==> config.mk <==
export PLATFORM = sky130hd
export DESIGN_NAME = led_strip_top
export DESIGN_NICKNAME = d
export VERILOG_FILES = /design/src/verilog/led_strip_pkg.sv /design/src/verilog/led_apb_regs.sv /design/src/verilog/pixel_ram.sv /design/src/verilog/ws2812_encoder.sv /design/src/verilog/led_strip_top.sv
export VERILOG_INCLUDE_DIRS = /design/src /design/src/verilog
export SDC_FILE = /design/constraint.sdc
export NUM_CORES = 2
export LEC_CHECK = 0
export BUFFER_PORTS_ARGS = -buffer_cell sky130_fd_sc_hd__buf_4
export CAP_MARGIN = 0
export CORE_UTILIZATION = 57
export DETAILED_ROUTE_END_ITERATION = 12
export GPL_ROUTABILITY_DRIVEN = 0
export PLACE_DENSITY_LB_ADDON = 0.15
export SYNTH_ARGS = -nofsm -noshare
export SYNTH_HDL_FRONTEND = slang
export SYNTH_SLANG_ARGS = --single-unit
==> constraint.sdc <==
create_clock -name clk -period 5.75 [get_ports clk]
set_input_delay 0.575 -clock clk [delete_from_list [all_inputs] [get_ports clk]]
set_output_delay 0.575 -clock clk [all_outputs]
set_load 0.01 [all_outputs]
==> src/verilog/led_strip_settings.svh <==
`ifndef LED_STRIP_SETTINGS_SVH
`define LED_STRIP_SETTINGS_SVH

// pixel memory geometry
`define LED_MAX_PIXELS 64
`define LED_PIX_ADDR_W 6

// apb byte address width
`define LED_APB_ADDR_W 12

// timing register reset values, in clk cycles
`define LED_T0H_RST    4
`define LED_T1H_RST    8
`define LED_TBIT_RST   12
`define LED_TRESET_RST 50

`endif

==> src/verilog/led_strip_pkg.sv <==
`include "led_strip_settings.svh"

package led_strip_pkg;

    // grb colour word, green in bits 23:16
    typedef logic [23:0] pixel_t;

    typedef logic [`LED_PIX_ADDR_W-1:0] pix_addr_t;

    // cycle counts for pulse widths, bit period and latch gap
    typedef logic [15:0] tcount_t;

    typedef enum logic [1:0] {
        ST_IDLE,
        ST_HIGH,
        ST_LOW,
        ST_LATCH
    } enc_state_t;

endpackage

==> src/verilog/led_apb_regs.sv <==
`timescale 1ns/1ns
`include "led_strip_settings.svh"

module led_apb_regs (
    input  logic                         clk,
    input  logic                         nreset,
    input  logic [`LED_APB_ADDR_W-1:0]   paddr,
    input  logic                         psel,
    input  logic                         penable,
    input  logic                         pwrite,
    input  logic [31:0]                  pwdata,
    input  logic                         busy,
    output logic [31:0]                  prdata,
    output logic                         pready,
    output logic                         pslverr,
    output logic                         start,
    output led_strip_pkg::pix_addr_t     length,
    output led_strip_pkg::tcount_t       t0h,
    output led_strip_pkg::tcount_t       t1h,
    output led_strip_pkg::tcount_t       tbit,
    output led_strip_pkg::tcount_t       treset,
    output logic                         wr_en,
    output led_strip_pkg::pix_addr_t     wr_addr,
    output led_strip_pkg::pixel_t        wr_data
);

    localparam logic [`LED_APB_ADDR_W-1:0] ADDR_CTRL   = 'h000;
    localparam logic [`LED_APB_ADDR_W-1:0] ADDR_STATUS = 'h004;
    localparam logic [`LED_APB_ADDR_W-1:0] ADDR_LENGTH = 'h008;
    localparam logic [`LED_APB_ADDR_W-1:0] ADDR_T0H    = 'h00C;
    localparam logic [`LED_APB_ADDR_W-1:0] ADDR_T1H    = 'h010;
    localparam logic [`LED_APB_ADDR_W-1:0] ADDR_TBIT   = 'h014;
    localparam logic [`LED_APB_ADDR_W-1:0] ADDR_TRESET = 'h018;

    logic        setup_ph;
    logic        wr_acc;
    logic        sel_pixel;
    logic        sel_reg;
    logic [31:0] rd_mux;

    assign setup_ph = psel && !penable;
    assign wr_acc   = psel && penable && pwrite;

    // word aligned pixel window 0x100 to 0x1fc
    assign sel_pixel = (paddr[`LED_APB_ADDR_W-1:8] == 'h1) && (paddr[1:0] == 2'b00);

    assign pready = 1'b1;   // no wait states

    // ########################################
    // read decode
    // ########################################

    always_comb begin
        rd_mux  = 32'd0;
        sel_reg = 1'b1;
        case (paddr)
            ADDR_CTRL:   rd_mux = 32'd0;    // start is write-one and self clearing
            ADDR_STATUS: rd_mux = {31'd0, busy};
            ADDR_LENGTH: rd_mux = {{(32-`LED_PIX_ADDR_W){1'b0}}, length};
            ADDR_T0H:    rd_mux = {16'd0, t0h};
            ADDR_T1H:    rd_mux = {16'd0, t1h};
            ADDR_TBIT:   rd_mux = {16'd0, tbit};
            ADDR_TRESET: rd_mux = {16'd0, treset};
            default:     sel_reg = 1'b0;
        endcase
    end

    // ########################################
    // registers
    // ########################################

    // prdata and pslverr are captured in the setup phase and valid in access
    always_ff @(posedge clk) begin
        if (!nreset) begin
            prdata  <= 32'd0;
            pslverr <= 1'b0;
            start   <= 1'b0;
            length  <= '0;
            t0h     <= `LED_T0H_RST;
            t1h     <= `LED_T1H_RST;
            tbit    <= `LED_TBIT_RST;
            treset  <= `LED_TRESET_RST;
        end else begin
            prdata  <= (setup_ph && !pwrite) ? rd_mux : 32'd0;
            pslverr <= setup_ph && !(sel_reg || sel_pixel);
            start   <= 1'b0;
            if (wr_acc) begin
                case (paddr)
                    ADDR_CTRL:   start  <= pwdata[0] && !busy;
                    ADDR_LENGTH: length <= pwdata[`LED_PIX_ADDR_W-1:0];
                    ADDR_T0H:    t0h    <= pwdata[15:0];
                    ADDR_T1H:    t1h    <= pwdata[15:0];
                    ADDR_TBIT:   tbit   <= pwdata[15:0];
                    ADDR_TRESET: treset <= pwdata[15:0];
                    default: begin
                    end
                endcase
            end
        end
    end

    // pixel writes go straight to the memory port
    assign wr_en   = wr_acc && sel_pixel;
    assign wr_addr = paddr[`LED_PIX_ADDR_W+1:2];
    assign wr_data = pwdata[23:0];

endmodule

==> src/verilog/pixel_ram.sv <==
`timescale 1ns/1ns
`include "led_strip_settings.svh"

module pixel_ram (
    input  logic                      clk,
    input  logic                      wr_en,
    input  led_strip_pkg::pix_addr_t  wr_addr,
    input  led_strip_pkg::pixel_t     wr_data,
    input  led_strip_pkg::pix_addr_t  rd_addr,
    output led_strip_pkg::pixel_t     rd_data
);
    import led_strip_pkg::*;

    pixel_t mem [0:`LED_MAX_PIXELS-1];

    always_ff @(posedge clk) begin
        if (wr_en) begin
            mem[wr_addr] <= wr_data;
        end
    end

    // registered read, data one cycle after rd_addr
    always_ff @(posedge clk) begin
        rd_data <= mem[rd_addr];
    end

endmodule

==> src/verilog/ws2812_encoder.sv <==
`timescale 1ns/1ns

module ws2812_encoder (
    input  logic                      clk,
    input  logic                      nreset,
    input  logic                      start,
    input  led_strip_pkg::pix_addr_t  length,
    input  led_strip_pkg::tcount_t    t0h,
    input  led_strip_pkg::tcount_t    t1h,
    input  led_strip_pkg::tcount_t    tbit,
    input  led_strip_pkg::tcount_t    treset,
    input  led_strip_pkg::pixel_t     rd_data,
    output led_strip_pkg::pix_addr_t  rd_addr,
    output logic                      busy,
    output logic                      dout
);
    import led_strip_pkg::*;

    enc_state_t state;
    tcount_t    cnt;            // cycles into current bit or latch gap
    tcount_t    t0h_q;
    tcount_t    t1h_q;
    tcount_t    tbit_q;
    tcount_t    treset_q;
    pix_addr_t  len_q;
    pixel_t     shift;          // msb is the bit on the line
    logic [4:0] bit_idx;
    logic       last_pix;       // shift holds the final pixel of the frame

    tcount_t    high_len;
    logic       bit_end;
    logic       last_bit;
    logic       next_bit;
    logic       load_word;
    logic       load_cfg;

    assign high_len  = shift[23] ? t1h_q : t0h_q;
    assign bit_end   = (cnt == tbit_q - 16'd1);
    assign last_bit  = (bit_idx == 5'd23);
    assign load_cfg  = (state == ST_IDLE) && start;
    assign next_bit  = (state == ST_LOW) && bit_end && !(last_bit && last_pix);
    assign load_word = next_bit && last_bit;

    // ########################################
    // sequencer
    // ########################################

    always_ff @(posedge clk) begin
        if (!nreset) begin
            state    <= ST_IDLE;
            cnt      <= '0;
            bit_idx  <= '0;
            last_pix <= 1'b0;
            rd_addr  <= '0;
            busy     <= 1'b0;
            dout     <= 1'b0;
        end else begin
            case (state)
                ST_IDLE: begin
                    rd_addr <= '0;  // pixel 0 is read while waiting
                    if (start) begin
                        // land on the end of a bit so the low state loads pixel 0
                        state    <= ST_LOW;
                        cnt      <= tbit - 16'd1;
                        bit_idx  <= 5'd23;
                        last_pix <= 1'b0;
                        busy     <= 1'b1;
                    end
                end
                ST_HIGH: begin
                    cnt <= cnt + 16'd1;
                    if (cnt == high_len - 16'd1) begin
                        dout  <= 1'b0;
                        state <= ST_LOW;
                    end
                end
                ST_LOW: begin
                    if (next_bit) begin
                        cnt   <= '0;
                        dout  <= 1'b1;
                        state <= ST_HIGH;
                        if (load_word) begin
                            bit_idx  <= '0;
                            last_pix <= (rd_addr == len_q);
                            rd_addr  <= rd_addr + 1'b1;    // prefetch next word
                        end else begin
                            bit_idx <= bit_idx + 5'd1;
                        end
                    end else if (bit_end) begin
                        cnt   <= '0;    // frame done so hold the line low
                        state <= ST_LATCH;
                    end else begin
                        cnt <= cnt + 16'd1;
                    end
                end
                ST_LATCH: begin
                    cnt <= cnt + 16'd1;
                    if (cnt == treset_q - 16'd1) begin
                        state <= ST_IDLE;
                        busy  <= 1'b0;
                    end
                end
                default: state <= ST_IDLE;
            endcase
        end
    end

    // ########################################
    // frame settings and shifter
    // ########################################

    always_ff @(posedge clk) begin
        if (load_cfg) begin
            len_q    <= length;
            t0h_q    <= t0h;
            t1h_q    <= t1h;
            tbit_q   <= tbit;
            treset_q <= treset;
        end
        if (load_word) begin
            shift <= rd_data;
        end else if (next_bit) begin
            shift <= shift << 1;
        end
    end

endmodule

==> src/verilog/led_strip_top.sv <==
`timescale 1ns/1ns
`include "led_strip_settings.svh"

module led_strip_top (
    input  logic                        clk,
    input  logic                        nreset,
    input  logic [`LED_APB_ADDR_W-1:0]  paddr,
    input  logic                        psel,
    input  logic                        penable,
    input  logic                        pwrite,
    input  logic [31:0]                 pwdata,
    output logic [31:0]                 prdata,
    output logic                        pready,
    output logic                        pslverr,
    output logic                        dout
);
    import led_strip_pkg::*;

    logic      start;
    logic      busy;
    pix_addr_t length;
    tcount_t   t0h;
    tcount_t   t1h;
    tcount_t   tbit;
    tcount_t   treset;

    // memory ports
    logic      wr_en;
    pix_addr_t wr_addr;
    pixel_t    wr_data;
    pix_addr_t rd_addr;
    pixel_t    rd_data;

    led_apb_regs i_regs (
        .clk     (clk),
        .nreset  (nreset),
        .paddr   (paddr),
        .psel    (psel),
        .penable (penable),
        .pwrite  (pwrite),
        .pwdata  (pwdata),
        .busy    (busy),
        .prdata  (prdata),
        .pready  (pready),
        .pslverr (pslverr),
        .start   (start),
        .length  (length),
        .t0h     (t0h),
        .t1h     (t1h),
        .tbit    (tbit),
        .treset  (treset),
        .wr_en   (wr_en),
        .wr_addr (wr_addr),
        .wr_data (wr_data)
    );

    pixel_ram i_ram (
        .clk     (clk),
        .wr_en   (wr_en),
        .wr_addr (wr_addr),
        .wr_data (wr_data),
        .rd_addr (rd_addr),
        .rd_data (rd_data)
    );

    ws2812_encoder i_enc (
        .clk     (clk),
        .nreset  (nreset),
        .start   (start),
        .length  (length),
        .t0h     (t0h),
        .t1h     (t1h),
        .tbit    (tbit),
        .treset  (treset),
        .rd_data (rd_data),
        .rd_addr (rd_addr),
        .busy    (busy),
        .dout    (dout)
    );

endmodule

# Word level (Yosys, flattened, before mapping)
# Memories as Yosys holds them, arrays and structs flattened. A register that Yosys moved wholly into a read port is not among the register bits.
# Cells that the tools add are included.
[totals]
register_bits = 230
latch_bits = 0
ram_bits = 1536
mem_bits_ro = 0
input_bits = 49
elab_cells = 125
memories = 1
[mem_list]
columns = ["memory", "depth", "word_bits", "rd", "rd_clocked_by_memory_dff", "wr", "line_no", "text"]
rows = [
  ["i_ram.mem", 64, 24, 1, 1, 1, "pixel_ram.sv:14", "pixel_t mem [0:`LED_MAX_PIXELS-1];"],
]
[op_classes]
addsub = 7
mul = 0
div_mod_pow = 0
n_lt_le_gt_ge = 0
n_eq_ne = 21
shifts = 0
muxes = 34
n_bitwise = 0
n_reduce_logical = 41
[op_table]
columns = ["operator", "n"]
rows = [
  ["16-bit case mux with 6 select lines", 1],
  ["16-bit two-way mux", 4],
  ["16-bit by 1-bit subtractor with 16-bit output, second input constant", 4],
  ["16-bit equality test", 3],
  ["24-bit two-way mux", 2],
  ["16-bit case mux with 3 select lines", 1],
  ["12-bit by 5-bit equality test with 1-bit output, second input constant", 3],
  ["12-bit by 4-bit equality test with 1-bit output, second input constant", 2],
  ["16-bit by 1-bit adder with 16-bit output, second input constant", 1],
  ["5-bit two-way mux", 3],
  ["3-bit AND reduction", 5],
  ["1-bit logical AND", 13],
  ["12-bit by 3-bit equality test with 1-bit output, second input constant", 1],
  ["12-bit logical NOT", 1],
  ["6-bit two-way mux", 2],
  ["6-bit case mux with 2 select lines", 1],
  ["2-bit AND reduction", 6],
  ["1-bit two-way mux", 10],
  ["2-bit two-way mux", 5],
  ["5-bit case mux with 2 select lines", 1],
  ["2-bit by 1-bit != test with 1-bit output, second input constant", 4],
  ["2-bit case mux with 4 select lines", 1],
  ["4-bit AND reduction", 2],
  ["2-bit nonzero test", 4],
  ["other kinds (15)", 23],
]

# Logic depth before layout (Yosys ltp)
[depth]
word_depth = 8
ltp_mapped = 13
ltp_nobuf = 10

# Modules after synthesis
# From an unflattened synthesis, not the netlist that was laid out.
[hier_totals]
cells_unflattened = 3744
hier_area_um2 = 70800.4
[by_module_without_submodules]
columns = ["mod", "n_inst", "cells_each", "area_each_um2", "seq_area_each_um2"]
rows = [
  ["pixel_ram", 1, 2610, 59295.6, 46604.7],
  ["ws2812_encoder", 1, 690, 7285.7, 3463.3],
  ["led_apb_regs", 1, 444, 4219.0, 1761.7],
]

# Worst setup path after synthesis
# OpenSTA, ideal clock, no wires.
[synth_timing]
kind = "reg2reg"
startpoint = "reg i_enc.tbit_q[3]"
endpoint = "reg i_enc.shift[0], enable pin"
arrival_time_ns = 5.198
setup_slack_ns = 0.063
stages_incl_launch_ff = 8
path_buffers = 1
synth_period_minus_slack_ns = 5.687
cell_sequence = "edfxtp_1 > or4_1 > buf_2 > nor4_4 > xnor2_1 > or4_4 > or3_1 > a2111oi_1"
[synth_between]
elab_chain_cells = 6
[synth_lines]
columns = ["element", "line_no", "text"]
rows = [
  ["from (decl)", "ws2812_encoder.sv:23", "tcount_t tbit_q;"],
  ["from (signal assigned)", "ws2812_encoder.sv:117", "tbit_q <= tbit;"],
  ["16-bit by 1-bit subtractor with 16-bit output (*)", "ws2812_encoder.sv:38", "assign bit_end = (cnt == tbit_q - 16'd1);"],
  ["16-bit equality test (*)", "ws2812_encoder.sv:38", ""],
  ["1-bit logical AND (*) (2 in series)", "ws2812_encoder.sv:41", "assign next_bit = (state == ST_LOW) && bit_end && !(last_bit && last_pix);"],
  ["1-bit logical AND", "ws2812_encoder.sv:42", "assign load_word = next_bit && last_bit;"],
  ["2-bit nonzero test (no line) (*)", "-", ""],
  ["to (signal assigned)", "ws2812_encoder.sv:121", "shift <= rd_data;"],
  ["to (signal assigned)", "ws2812_encoder.sv:123", "shift <= shift << 1;"],
  ["to (decl)", "ws2812_encoder.sv:26", "pixel_t shift;"],
]
# Every way passes the cells marked *; elsewhere a longest branch is shown, timed or not.
# A chain may end at the register's enable or synchronous reset.

# Final worst setup path
[layout_timing]
startpoint = "reg i_enc.shift[23]"
endpoint = "reg i_enc.state[1]"
[layout_between]
elab_chain_cells = 5
[layout_lines]
columns = ["element", "line_no", "text"]
rows = [
  ["16-bit two-way mux", "ws2812_encoder.sv:37", "assign high_len = shift[23] ? t1h_q : t0h_q;"],
  ["16-bit by 1-bit subtractor with 16-bit output", "ws2812_encoder.sv:72", "if (cnt == high_len - 16'd1) begin"],
  ["16-bit equality test", "ws2812_encoder.sv:72", ""],
  ["2-bit by 1-bit != test with 1-bit output (no line)", "-", ""],
  ["4-bit AND reduction (no line)", "-", ""],
  ["to (signal assigned)", "ws2812_encoder.sv:74", "state <= ST_LOW;"],
  ["to (signal assigned)", "ws2812_encoder.sv:81", "state <= ST_HIGH;"],
  ["to (signal assigned)", "ws2812_encoder.sv:91", "state <= ST_LATCH;"],
  ["to (decl)", "ws2812_encoder.sv:19", "enc_state_t state;"],
]
# Every way passes these cells.

==> impl_results.md <==
- Max Root-Sink Buffers: 3
- Number of enable flip-flop cells after synthesis: 1,630
- Slew margin rel.: 15.6%
- Outcome: complete, no violations
- Vias/cell: 6.46
- Num ports: 84
- TritonCTS buffer count: 175
- Setup violations, final: 0
- Mean Syn Cell Area: 20.2 um2
- CP arrival: 4.88 ns
- Crit path required time: 6.45 ns
- CP startpoint kind: flop
- Die Wd: 352 um
- Combinational fraction of design power: 1.1%
- RSZ-0062 raised after global routing: false
- Total wire length: 163 mm
- Highest-count cells in the layout ignoring fill and taps: edfxtp_1 (1,630), mux4_2 (504), nand2_1 (263)
- Pin count of the biggest net entering global routing: 111
- Gr usage total: 27.1%
- Leak pwr: 23.3 nW
- WL/cell: 30.8 um
- Most common cell after layout, fill and taps aside: edfxtp_1
- Final Hold Vio Count: 0
- Warnings from Yosys: 0
- Number of port buffers: 58
- Crit end category: flop
- Fmax: 239 MHz
- Setup slack, reg-to-reg: 1.57 ns
- FF+latch count, synth: 1,774
- Final period util: 72.7%
- Post-synthesis sequential area ratio: 74.3%
- Starting Density: 57.8%
- FF-to-FF End: i_enc.state[1]$_SDFFE_PN0P_
- Hold-critical path depth: 3
- Finished Cell Area: 0.0778 mm2
- Worst-path clk slew: 0.06 ns
- Netlist Area Pre-Place: 0.0697 mm2
- CTS resizes: 0
- FFs w/ async S/R, synth: 0%
- CTS sink cnt: 1,774
- Starting DRC count in detailed routing: 3,883
- HPWL Detailed: 89.7 mm
- Clk_lat worst skew: 0.80 ns
- Drt first pass iters: 6
- Switching share of power: 19.7%
- Fin nets: 3,586
- Layout cells sized above 1: 25.2%
- Setup bufs post-CTS: 0
- PD cells: 326 mW/mm2
- Die area: 0.124 mm2
- Root Buffer: clkbuf_16
- Placement Cell Area: 0.0722 mm2
- Register area: 0.0518 mm2
- Vias in the first global route: 34.9k
- Synth Flop Type: edfxtp_1
- Skew final: 0.0199 ns
- Area growth from synthesis to layout: 11.6%
- Min-delay src: penable
- Setup TNS Final: 0 ns
- TritonCTS clock tree: yes
- Post-layout util: 64.5%
- Initial antenna violation count: 12
- CP Class: reg -> reg
- Reg power frac: 55.4%
- Switching Power: 5.00 mW
- Worst-Margin Slew: 1.26 ns
- Hold Buf Count CTS: 1
- Final slew viol count: 0
- Crit-path max FO: 33
- Mapped Cells: 3,461
- Peak VDD IR: 321 uV
- R2R cell count: 11
- # rows: 127
- Yosys cell types: 76
- WHS Endpoint: i_regs.prdata[0]$_SDFF_PN0_
- Core ar.: 0.121 mm2
- Die height: 352 um
- Worst r2r src: i_enc.shift[23]$_DFFE_PP_
- Power, Total: 25.4 mW
- Detail Route Antenna Nets: 0
- Max cap viols: 0
- Fillers: 7,931
- Pint: 20.4 mW
- Area of the multi-input gates: 0.0175 mm2
- Worst hold path type: in -> reg
- Clock share of power: 43.5%
- Residual DRC: 0
- Min cycle time layout: 4.18 ns
- Htree depth: 4
- Vias: 34.2k
- First-pass GRT wire length: 237 mm
- Total gr overflow: 0
- Final hold slack: 0.125 ns
==> how the worst max path moves through the flow <==
stage | start | cells after the start | to
5_1_grt | i_enc.shift[23]$_DFFE_PP_ | 11 | i_enc.state[1]$_SDFFE_PN0P_
2_1_floorplan | i_enc.tbit_q[3]$_DFFE_PP_ | 7 | i_enc.shift[0]$_SDFFCE_PN0P_
4_1_cts | i_enc.shift[23]$_DFFE_PP_ | 11 | i_enc.state[1]$_SDFFE_PN0P_
3_5_place_dp | i_enc.shift[23]$_DFFE_PP_ | 11 | i_enc.dout$_SDFFE_PN0P_
6_report | i_enc.shift[23]$_DFFE_PP_ | 11 | i_enc.state[1]$_SDFFE_PN0P_
3_3_place_gp | pwrite | 6 | i_ram.mem[39][18]$_DFFE_PP_
==> metal layers <==
layer	GRT usage [%]	vias to the layer above	share of wire (%)
met5	0	-	0.020
met2	44.0	1471	50
met1	38.1	18100	40
met4	8.45	6	2.6
met3	4.60	284	7.5
li1	-	14300	-
==> synthesized netlist by cell type (all sizes together) (7+ instances only) <==
library cell  instances  area share (%)
ha                    7            0.13
xnor2                38            0.48
a31oi                 8           0.072
o221a                 8            0.13
nor3                 32            0.23
a22oi                14            0.15
nor2                132            0.71
nor4                 18            0.19
o21ai                37            0.27
a21oi                31            0.24
mux4                504              16
nand2               263             1.4
nand3b                8           0.086
mux2i                35            0.50
a21boi               69            0.74
nor2b                 7           0.063
xor2                 43            0.54
clkbuf              143            0.77
or3                  11           0.099
and3                  8           0.072
inv                  21            0.11
o31ai                 7           0.075
edfxtp             1630              70
nand3                44            0.32
dfxtp               144             4.1
or4                  13            0.15
buf                  68            0.48
nand4                 9           0.081
nand2b               12            0.11
and2                  8           0.072
==> state kept, by name (all words and copies together) (netlist names), 16 cells and up <==
name / cells
i_regs.prdata: 16
i_ram.rd_data: 24
i_enc.treset_q: 16
i_enc.t0h_q: 16
i_enc.shift: 24
i_regs.t1h: 16
i_regs.treset: 16
i_regs.tbit: 16
i_enc.t1h_q: 16
i_regs.t0h: 16
i_ram.mem: 1536
i_enc.tbit_q: 16
i_enc.cnt: 16
==> stage by stage <==
stage	cells	setup slack, ns
finish	5288	1.57
CTS	5286	1.54
floorplan	3476	0.0629
detailed placement	4964	1.57
global placement	4964	1.71
global route	5287	1.28
==> power by group through the flow <==
| stage | sequential (mW) | clock [mW] | combinational (mW) |
|---|---|---|---|
| finish | 14.1 | 11.1 | 0.280 |
| global route | 14.0 | 11.7 | 0.299 |
| CTS | 14.1 | 11.2 | 0.280 |
| detailed placement | 14.3 | 0 | 0.280 |
| global placement | 14.3 | 0 | 0.259 |
| floorplan | 14.3 | 0 | 0.0516 |
==> kinds of logic (layout without fill, tap and decap cells) <==
kind of cell,after synthesis,in the layout,share of synthesized area [%]
AOI/OAI and AO/OA,234,234,2.46
xor gates and xnor gates,81,81,1.02
adders and majority gates,7,7,0.126
buffers and inverters,232,430,1.36
DFF,1774,1774,74.3
muxes,542,542,16.8
other,2,19,0.0108
and+or+nand+nor,589,589,3.89
==> critical path, stage by stage (launching register included) <==
cell and delay (ns):
edfxtp_1 0.44, buf_4 0.41, mux2i_1 0.38, ha_1 0.27
o211ai_1 0.27, or4_1 0.59, a21oi_1 0.16, a31oi_1 0.08
a2111oi_1 0.94, buf_4 0.26, a21oi_1 0.07, nor3_1 0.22
==> layout make-up <==
type | count | area share [%]
Timing Repair Buffer | 88 | 1.03
Multi-Input combinational cell | 1470 | 22.5
Inverter | 21 | 0.101
Clock inverter | 93 | 1.06
Tap cell | 1612 | 2.59
Sequential cell | 1774 | 66.6
Clock buffer | 228 | 6.07
Antenna cell | 2 | 0.00643
Note: power is estimated with default switching activity, not from simulation.
